==> src/dpram_pkg.sv <==
// dual-port memory package with macro geometry and port request structs
`default_nettype none

package dpram_pkg;

    // logical memory seen by the user
    localparam int RAM_AW = 9;                           // 512 words
    localparam int RAM_DW = 48;                          // word width

    // hard macro geometry of 128x32
    localparam int MACRO_AW = 7;
    localparam int MACRO_DW = 32;

    // tiling across depth
    localparam int N_BANKS = 2 ** (RAM_AW - MACRO_AW);   // banks by high address bits
    localparam int BANK_W  = RAM_AW - MACRO_AW;          // bank index width

    // tiling across width
    localparam int N_SLICES = (RAM_DW + MACRO_DW - 1) / MACRO_DW;
    localparam int TILE_DW  = N_SLICES * MACRO_DW;       // padded width of one bank row

    // write port request
    typedef struct packed {
        logic              ce;     // chip enable
        logic              we;     // write enable
        logic [RAM_AW-1:0] addr;   // word address
        logic [RAM_DW-1:0] wmask;  // 1 writes the bit
        logic [RAM_DW-1:0] din;    // write data
    } wr_req_t;

    // read port request
    typedef struct packed {
        logic              ce;     // read strobe
        logic [RAM_AW-1:0] addr;   // word address
    } rd_req_t;

endpackage

`default_nettype wire

==> src/dpram_bank_route.sv <==
// bank decode for both ports, registered read bank select and read data mux
`timescale 1ns/1ps
`default_nettype none

module dpram_bank_route
    import dpram_pkg::*;
(
    input  wire logic                              clk,
    input  wire logic                              arst_n,
    input  wire wr_req_t                           wr,
    input  wire rd_req_t                           rd,
    output logic      [N_BANKS-1:0]                bank_we,   // one-hot write enables
    output logic      [N_BANKS-1:0]                bank_re,   // one-hot read enables
    output logic      [MACRO_AW-1:0]               wr_local,
    output logic      [MACRO_AW-1:0]               rd_local,
    input  wire logic [N_BANKS-1:0][RAM_DW-1:0]    bank_dout,
    output logic      [RAM_DW-1:0]                 rd_dout
);

    logic [BANK_W-1:0] wr_bank;
    logic [BANK_W-1:0] rd_bank;
    logic [BANK_W-1:0] rd_bank_q;  // bank of the outstanding read

    // high address bits pick the bank, low bits go to the macros
    assign wr_bank  = wr.addr[RAM_AW-1:MACRO_AW];
    assign rd_bank  = rd.addr[RAM_AW-1:MACRO_AW];
    assign wr_local = wr.addr[MACRO_AW-1:0];
    assign rd_local = rd.addr[MACRO_AW-1:0];

    always_comb begin
        bank_we          = '0;
        bank_re          = '0;
        bank_we[wr_bank] = wr.ce & wr.we;  // write needs both strobes
        bank_re[rd_bank] = rd.ce;
    end

    // the macro data shows up one cycle after the read, so the bank
    // index has to follow it through the same register stage
    always_ff @(posedge clk or negedge arst_n) begin
        if (!arst_n) begin
            rd_bank_q <= '0;
        end else if (rd.ce) begin
            rd_bank_q <= rd_bank;
        end
    end

    assign rd_dout = bank_dout[rd_bank_q];  // held banks keep their last word

endmodule

`default_nettype wire

==> config.mk <==
export PLATFORM = sky130hd
export DESIGN_NAME = dpram_bank_route
export DESIGN_NICKNAME = d
export VERILOG_FILES = /design/src/dpram_pkg.sv /design/src/dpram_bank_route.sv
export SDC_FILE = /design/constraint.sdc
export NUM_CORES = 1
export LEC_CHECK = 0
export ABC_CLOCK_PERIOD_IN_PS = 3900
export CORE_AREA = 2 2 147 149
export CTS_BUF_LIST = sky130_fd_sc_hd__clkbuf_8
export CTS_CLUSTER_SIZE = 10
export DETAILED_ROUTE_END_ITERATION = 10
export DIE_AREA = 0 0 149 151
export DONT_BUFFER_PORTS = 1
export PLACE_DENSITY_LB_ADDON = 0.2
export REMOVE_ABC_BUFFERS = 1
export SLEW_MARGIN = 20
export SYNTH_ARGS = -nofsm -noshare
export SYNTH_HDL_FRONTEND = slang
export SYNTH_SLANG_ARGS = --single-unit
==> constraint.sdc <==
create_clock -name clk -period 3.9 [get_ports clk]
set_input_delay 0.39 -clock clk [delete_from_list [all_inputs] [get_ports clk]]
set_output_delay 0.39 -clock clk [all_outputs]
set_load 0.02 [all_outputs]
# After elaboration in Yosys (flattened, before gate mapping)
# Index checks and enable logic that the tools add are counted.
dict set report classes {
  eq_ne 0
  bitwise 3
  n_lt_le_gt_ge 5
  div_mod_pow 0
  mul 0
  shifts 0
  addsub 0
  reduce_logical 2
  mux 6
}
# cell n
set ops {}
lappend ops {{binary-select mux 48 bit (select 2 bit)} 1}
lappend ops {{two-way mux 48 bit} 1}
lappend ops {{less-than comparator 2 x 3 -> 1 bit, second input constant} 3}
lappend ops {{bitwise AND 4 bit} 2}
lappend ops {{demux 1 bit (select 2 bit)} 2}
lappend ops {{greater-or-equal comparator 2 x 1 -> 1 bit, second input constant} 2}
lappend ops {{logical AND 1 bit} 2}
lappend ops {{two-way mux 1 bit} 2}
lappend ops {{bitwise AND 1 bit} 1}
dict set report totals {
  input_bits 311
  mem_count 0
  elab_cells 17
  latch_bits 0
  regBits 2
  ram_bits 0
  romBits 0
}

# Longest topological paths before layout
# Gate-level depths: netlist of run 1.
dict set report logic_depth {
  depth_word 5
  ltp_mapped 4
}

# Worst setup path before layout of run 1
# OpenSTA, ideal clock, no wires.
dict set report synth_path {
  path_type {register to output}
  startpoint {register rd_bank_q[0]}
  endpoint {output port rd_dout[30]}
  n_path_buf 3
  path_stages_with_launch 5
  setup_slack_ns 2.248
  arrival_time_ns 1.262
  t_required_ns 3.510
  path_cell_list {dfrtp_1 > buf_6 > buf_12 > buf_12 > mux4_2}
}
dict set report synth_via {
  elab_chain_cells 2
}
# item line_no
set synth_lines {}
lappend synth_lines {{start: declaration} dpram_bank_route.sv:22} ;# logic [BANK_W-1:0] rd_bank_q;
lappend synth_lines {{start signal: assignment} dpram_bank_route.sv:43} ;# rd_bank_q <= rd_bank;
lappend synth_lines {{binary-select mux 48 bit (select 2 bit)} dpram_bank_route.sv:47} ;# assign rd_dout = bank_dout[rd_bank_q];
lappend synth_lines {{two-way mux 48 bit (not written as such)} dpram_bank_route.sv:47}
lappend synth_lines {{end: declaration} dpram_bank_route.sv:17} ;# output logic [RAM_DW-1:0] rd_dout
# No other way between the ends. The select of a mux whose other input is x is not followed.

# Worst setup path in the final report of run 1
dict set report layout_path {
  startpoint {register rd_bank_q[0]}
  endpoint {output port rd_dout[40]}
}
# The elaborated chain is that of the path after synthesis.

==> impl_metrics.env, run 1 <==
export IMPL_grt_antenna_before_repair=4
export IMPL_synthArstFlopShare_pct=100.0
export IMPL_cts_sinks=2
export IMPL_synth_compound_area_share_pct=0
export IMPL_power_total_mw=0.4222
export IMPL_drc=0
export IMPL_rsz0062_at_grt="false"
export IMPL_placementRows=53
export IMPL_ys_types=15
export IMPL_wire_per_inst_um=23.47
export IMPL_min_from="rd[7]"
export IMPL_synthAdderAreaFrac_pct=0
export IMPL_drt_iter0_drc=28
export IMPL_fin_crit_sh_pct=62.00
export IMPL_synthCells=85
export IMPL_startpoint_type="register"
export IMPL_grt_pass1_vias=1189
export IMPL_synthMuxAreaShare_pct=77.62
export IMPL_clkLatencyLatePin_ps=210
export IMPL_cp_arrival_ps=2030
export IMPL_gp_congestion=0.6221
export IMPL_cpMaxStageDelayCell="dfrtp_4"
export IMPL_hold_path_class="in2reg"
export IMPL_synth_simple_area_share_pct=4.895
export IMPL_clockBufferDepth=2
export IMPL_cts_root_buf="clkbuf_8"
export IMPL_worstReg2RegEnd="rd_bank_q[0]"
export IMPL_yosys_area_top_type="mux4_2"
export IMPL_yosys_register_bits=2
export IMPL_synthTopCellsByArea="mux4_2 (72%), buf_4 (8.9%), mux4_1 (3.7%)"
export IMPL_ys_seq_area_share_pct=3.497
export IMPL_clkTransAtPathRegs_ps=30
export IMPL_setup_viol=0
export IMPL_finClkSkew_ps=0
export IMPL_reg2regPathDepth=1
export IMPL_status="finished, final reports clean"
export IMPL_cap_violations=0
export IMPL_final_nets=377
export IMPL_finalSetupTns_ps=0
export IMPL_syn_cell_area_um2=1431
export IMPL_cp_max_fo=49
export IMPL_cts_tree="done"
export IMPL_via_per_inst=3.038
export IMPL_fmax_ghz=0.4136
export IMPL_design_area_um2=1634
export IMPL_largest_register="rd_bank_q"
export IMPL_route_antenna_remaining_nets=0
export IMPL_required_ps=3510
export IMPL_cp_cell_sequence="mux4_1"
export IMPL_die_width_um=149
export IMPL_tightest_slew_ps=932.4
export IMPL_grt_first_pass_wirelength_um=8797
export IMPL_cts_made_buffers=3
export IMPL_path_buf_inv=0
export IMPL_coreArea_um2=20820
export IMPL_worst_hold_path_endpoint="rd_bank_q[0]"
export IMPL_synth_flop_cell="dfrtp_1"
export IMPL_avgSynthCellArea_um2=16.84
export IMPL_synth_xor_area_share_pct=0
export IMPL_wl_um=7956
export IMPL_ff2ff_setup_slack_ps=2510
export IMPL_grt_max_degree=50
export IMPL_drive_above_1_share_pct=82.81
export IMPL_fp_dieArea_um2=22500
export IMPL_yosys_warnings=0
export IMPL_cpPeakStageDelay_ps=1020
export IMPL_power_density_nw_per_um2=258.4
export IMPL_overflow=0
export IMPL_syn2layout_area_growth_pct=14.16
export IMPL_ir_drop_uv=91.82
export IMPL_post_place_cells=335
export IMPL_largest_reg_flops=2
export IMPL_ys_top_cells_by_count="mux4_2 (46), buf_4 (17), buf_1 (3)"
export IMPL_synth_edf_count=0
export IMPL_hold_depth=1
export IMPL_synth_top_cell_area_share_pct=72.38
export IMPL_critical_path_class="reg2out"
export IMPL_slew_headroom_pct=37.71
export IMPL_start_util_pct=6.874
export IMPL_finalCriticalPeriod_ps=2418
export IMPL_cts_htree_levels=1
export IMPL_power_leakage_nw=0.4077
export IMPL_largestRegisters="rd_bank_q (2)"
export IMPL_portBuffers=0
export IMPL_final_cells=339
export IMPL_track_usage_pct=5.967
export IMPL_io_pins=381
export IMPL_hold_viol=0
export IMPL_hold_slack_ps=335.6
export IMPL_first_pass_iters=3
export IMPL_cp_top_family="flip-flops"
export IMPL_vias=1030
export IMPL_yosysMostFrequentCell="mux4_2"
export IMPL_die_h_um=151
export IMPL_cp_end_kind="primary output"
export IMPL_synth_top_family_by_area="multiplexers"
export IMPL_drv_slew=0
export IMPL_antenna_cells=0
export IMPL_r2r_start="rd_bank_q[0]"
export IMPL_place_area_um2=1580
power breakdown:
part	internal (mW)	switching, mW	leakage [nW]
clock	0.0652	0.0154	0.0216
sequential	0.0236	0.0463	0.0215
combinational	0.128	0.144	0.365
kinds of logic (layout without fill, tap and decap cells):
| kind of cell | after synthesis | in the layout |
|---|---|---|
| buffers and inverters | 25 | 4 |
| AND/OR/NAND/NOR | 8 | 8 |
| flip-flops | 2 | 2 |
| multiplexers | 50 | 50 |
worst max-delay path by stage:
stage / startpoint / cells after the start / to
floorplan: rd_bank_q[0] / 1 / rd_dout[40]
global placement: rd_bank_q[0] / 1 / rd_dout[40]
detailed placement: rd_bank_q[0] / 1 / rd_dout[40]
CTS: rd_bank_q[0] / 1 / rd_dout[40]
global route: rd_bank_q[0] / 1 / rd_dout[42]
finish: rd_bank_q[0] / 1 / rd_dout[40]
per-stage QoR:
stage / setup slack (ps) / util (%)
finish: 1482 / 7.848
global route: 1299 / 7.848
CTS: 1416 / 7.836
detailed placement: 1638 / 7.589
global placement: 1653 / 7.589
floorplan: 739.8 / -
layout by cell type, fill, tap and decap left out, drive strengths merged:
cell type / synthesis / final
and3: 1 / 1
and3b: 2 / 2
and4: 1 / 1
and4b: 2 / 2
clkbuf: 0 / 3
dfrtp: 2 / 2
dlygate4sd3: 0 / 1
mux2: 2 / 2
mux4: 48 / 48
nor3b: 1 / 1
nor4bb: 1 / 1
final cells by class:
cell class	count	area [um2]
clock buffers	3	41.29
fillers	2418	19190
multi-input cells	58	1181
flip-flops and latches	2	57.56
well taps	275	344.1
repair buffers	1	10.01
timing repair:
action,4_1_cts,5_1_grt
hold buffers,1,0
endpoints found under the hold margin,2,0
gates resized for setup,0,0
setup buffers,0,0
per-layer routing:
layer  wire (um)  vias to the layer above  track usage, %
met1        2199                      478           5.135
met5          27                        -               0
met3        1568                        6           4.337
met2        4136                      194           11.34
li1            -                      348               -
met4          24                        4          0.8571
Note: power is estimated with default switching activity, not from simulation.
==> run 2, diff against run 1 <==
- ABC_AREA: not set -> 1
- ABC_CLOCK_PERIOD_IN_PS: 3900 -> 2400
- clock period: 3.9 -> 2.4 ns (I/O delays scaled with it)
==> impl_metrics.env, run 2 <==
export IMPL_status="finished, final reports clean"
export IMPL_cts_sinks=2
export IMPL_drv_slew=0
export IMPL_wl_met3_um=1426
export IMPL_drc=0
export IMPL_vias=2987
export IMPL_clkTransAtPathRegs_ps=30
export IMPL_gp_congestion=0.7227
export IMPL_ys_types=14
export IMPL_post_place_ws_ps=856.4
export IMPL_ys_seq_area_share_pct=1.981
export IMPL_hpwl_um=8597
export IMPL_clockBufferDepth=2
export IMPL_die_width_um=149
export IMPL_cpPeakStageDelay_ps=510
export IMPL_ir_drop_uv=209.1
export IMPL_route_met2_wl_um=4920
export IMPL_hold_viol=0
export IMPL_tightest_slew_ps=628.2
export IMPL_synth_top_cell_area_share_pct=36.26
export IMPL_cp_max_fo=48
export IMPL_cts_tree="done"
export IMPL_grt_antenna_before_repair=1
export IMPL_finalCriticalPeriod_ps=1714
export IMPL_setup_viol=0
export IMPL_grt_max_degree=68
export IMPL_yosys_area_top_type="nand2_1"
export IMPL_p_seq_share_pct=5.0
export IMPL_intPower_mw=0.3324
export IMPL_largest_reg_flops=2
export IMPL_yosys_register_bits=2
export IMPL_largest_register="rd_bank_q"
export IMPL_coreArea_um2=20820
export IMPL_power_total_mw=0.8757
export IMPL_track_usage_pct=8.463
export IMPL_antenna_cells=0
export IMPL_min_from="rd[9]"
export IMPL_synth_flop_cell="dfrtp_1"
export IMPL_io_pins=381
export IMPL_holdBufCountCts=1
export IMPL_placementRows=53
export IMPL_wire_per_inst_um=12.50
export IMPL_largestRegisters="rd_bank_q (2)"
export IMPL_synthCells=594
export IMPL_multi_input_area_um2=1441
export IMPL_cpMostUsedCell="nand2_1"
export IMPL_cap_violations=0
export IMPL_design_area_um2=2756
export IMPL_power_density_nw_per_um2=317.7
export IMPL_overflow=0
export IMPL_post_cts_buffers=0
export IMPL_cpMaxStageDelayCell="dfrtp_4"
export IMPL_avgSynthCellArea_um2=4.253
export IMPL_final_cell_mix="nand2_1 (244), inv_1 (195), nand3_1 (96)"
export IMPL_synth_edf_count=0
export IMPL_cp_top_family="flip-flops"
export IMPL_slew_headroom_pct=57.80
export IMPL_yosys_warnings=0
export IMPL_syn2layout_area_growth_pct=9.113
export IMPL_cp_end_kind="primary output"
export IMPL_fp_dieArea_um2=22500
export IMPL_cts_made_buffers=3
export IMPL_path_buf_inv=2
export IMPL_first_pass_iters=4
export IMPL_power_leakage_nw=1.994
export IMPL_startpoint="rd_bank_q[0]"
export IMPL_layout_commonest_cell="nand2_1"
export IMPL_power_frac_clock_pct=14.8
export IMPL_drive_above_1_share_pct=2.674
export IMPL_yosysMostFrequentCell="nand2_1"
export IMPL_pwr_share_comb_pct=80.2
export IMPL_cp_arrival_ps=1470
export IMPL_cts_root_buf="clkbuf_8"
export IMPL_required_ps=2160
export IMPL_fin_crit_sh_pct=71.44
export IMPL_final_nets=874
export IMPL_r2r_start="rd_bank_q[0]"
export IMPL_syn_cell_area_um2=2526
export IMPL_start_util_pct=12.13
export IMPL_wl_met1_um=3839
export IMPL_startpoint_type="register"
export IMPL_rsz0062_at_grt="false"
export IMPL_route_antenna_remaining_nets=0
export IMPL_cp_cell_sequence="inv_4, buf_12, nand2_1, nand3_1, nand2_1"
export IMPL_power_share_switching_pct=62.04
export IMPL_via_per_inst=3.573
export IMPL_worst_slack_ps=685.5
export IMPL_fmax_ghz=0.5833
export IMPL_place_area_um2=2705
export IMPL_finClkSkew_ps=0
export IMPL_portBuffers=0
export IMPL_synthTopCellsByArea="nand2_1 (36%), inv_1 (29%), nand3_1 (19%)"
export IMPL_hold_path_class="in2reg"
export IMPL_fillCellCount=2547
export IMPL_final_util_pct=13.24
export IMPL_drt_iter0_drc=69
export IMPL_synthArstFlopShare_pct=100.0
export IMPL_route_top_layer_used="met5"
export IMPL_ctsResizeCount=0
export IMPL_clkLatencyLatePin_ps=210
export IMPL_die_h_um=151
export IMPL_wl_um=10450
export IMPL_grt_first_pass_wirelength_um=14830
export IMPL_seq_area_um2=55.05
export IMPL_grt_pass1_vias=2791
export IMPL_cts_htree_levels=1
export IMPL_critical_path_class="reg2out"
export IMPL_power_switching_mw=0.5433
export IMPL_ys_top_cells_by_count="nand2_1 (244), inv_1 (195), nand3_1 (96), buf_2 (18), buf_4 (17)"
run 2: cell types whose count changed in the layout (fill, tap and decap cells not counted), sizes merged, moves of 8 or more:
cell,previous run,this run
mux4,48,0
inv,0,197
nand2,0,244
nand3,0,96
buf,0,8
run 2: worst register-to-register path: stages (launching register included):
cell	delay, ps
dfrtp_4	510
inv_4	110
buf_12	210
o21ai_1	130
run 2: cell type report:
| cell class | count | share of cell area, % |
|---|---|---|
| repair buffers | 9 | 4.812 |
| inverters | 197 | 26.92 |
| well taps | 275 | 12.48 |
| flip-flops and latches | 2 | 1.997 |
| clock buffers | 3 | 1.498 |
| multi-input cells | 350 | 52.29 |
run 2: power by group through the flow:
stage | clock (mW) | combinational (mW) | sequential [mW]
CTS | 0.135 | 0.724 | 0.0444
finish | 0.130 | 0.702 | 0.0440
global route | 0.138 | 0.794 | 0.0450
floorplan | 0 | 0.508 | 0.0798
detailed placement | 0 | 0.719 | 0.0448
global placement | 0 | 0.724 | 0.0449
run 2: final timing paths:
check                          endpoint  cells after the start  slack [ps]
max in group asynchronous  rd_bank_q[0]                      1        1990
max                         rd_dout[41]                      5         690
min                        rd_bank_q[0]                      1         140
max reg2reg                rd_bank_q[0]                      3        1320
min reg2reg                rd_bank_q[1]                      3         900
min in group asynchronous  rd_bank_q[0]                      1         270
run 2: per-layer routing:
| layer | track usage (%) | vias to the layer above |
|---|---|---|
| li1 | - | 1578 |
| met3 | 4.759 | 6 |
| met5 | 0 | - |
| met1 | 8.720 | 1240 |
| met4 | 2.286 | 2 |
| met2 | 14.82 | 161 |
run 2: cells by family after synthesis:
| kind of cell | Yosys count | synth area share, % |
|---|---|---|
| flip-flops | 2 | 1.981 |
| AND/OR/NAND/NOR | 348 | 56.66 |
| buffers and inverters | 242 | 40.96 |
| AO/OA/AOI/OAI | 2 | 0.3959 |
run 2: per-stage QoR:
step	hold slack [ps]	instances	TNS (ps)
CTS	134.1	836	0
global route	138.3	836	0
finish	138.0	836	0
detailed placement	-55.47	832	0
global placement	-55.47	832	0
floorplan	-55.59	549	-36250
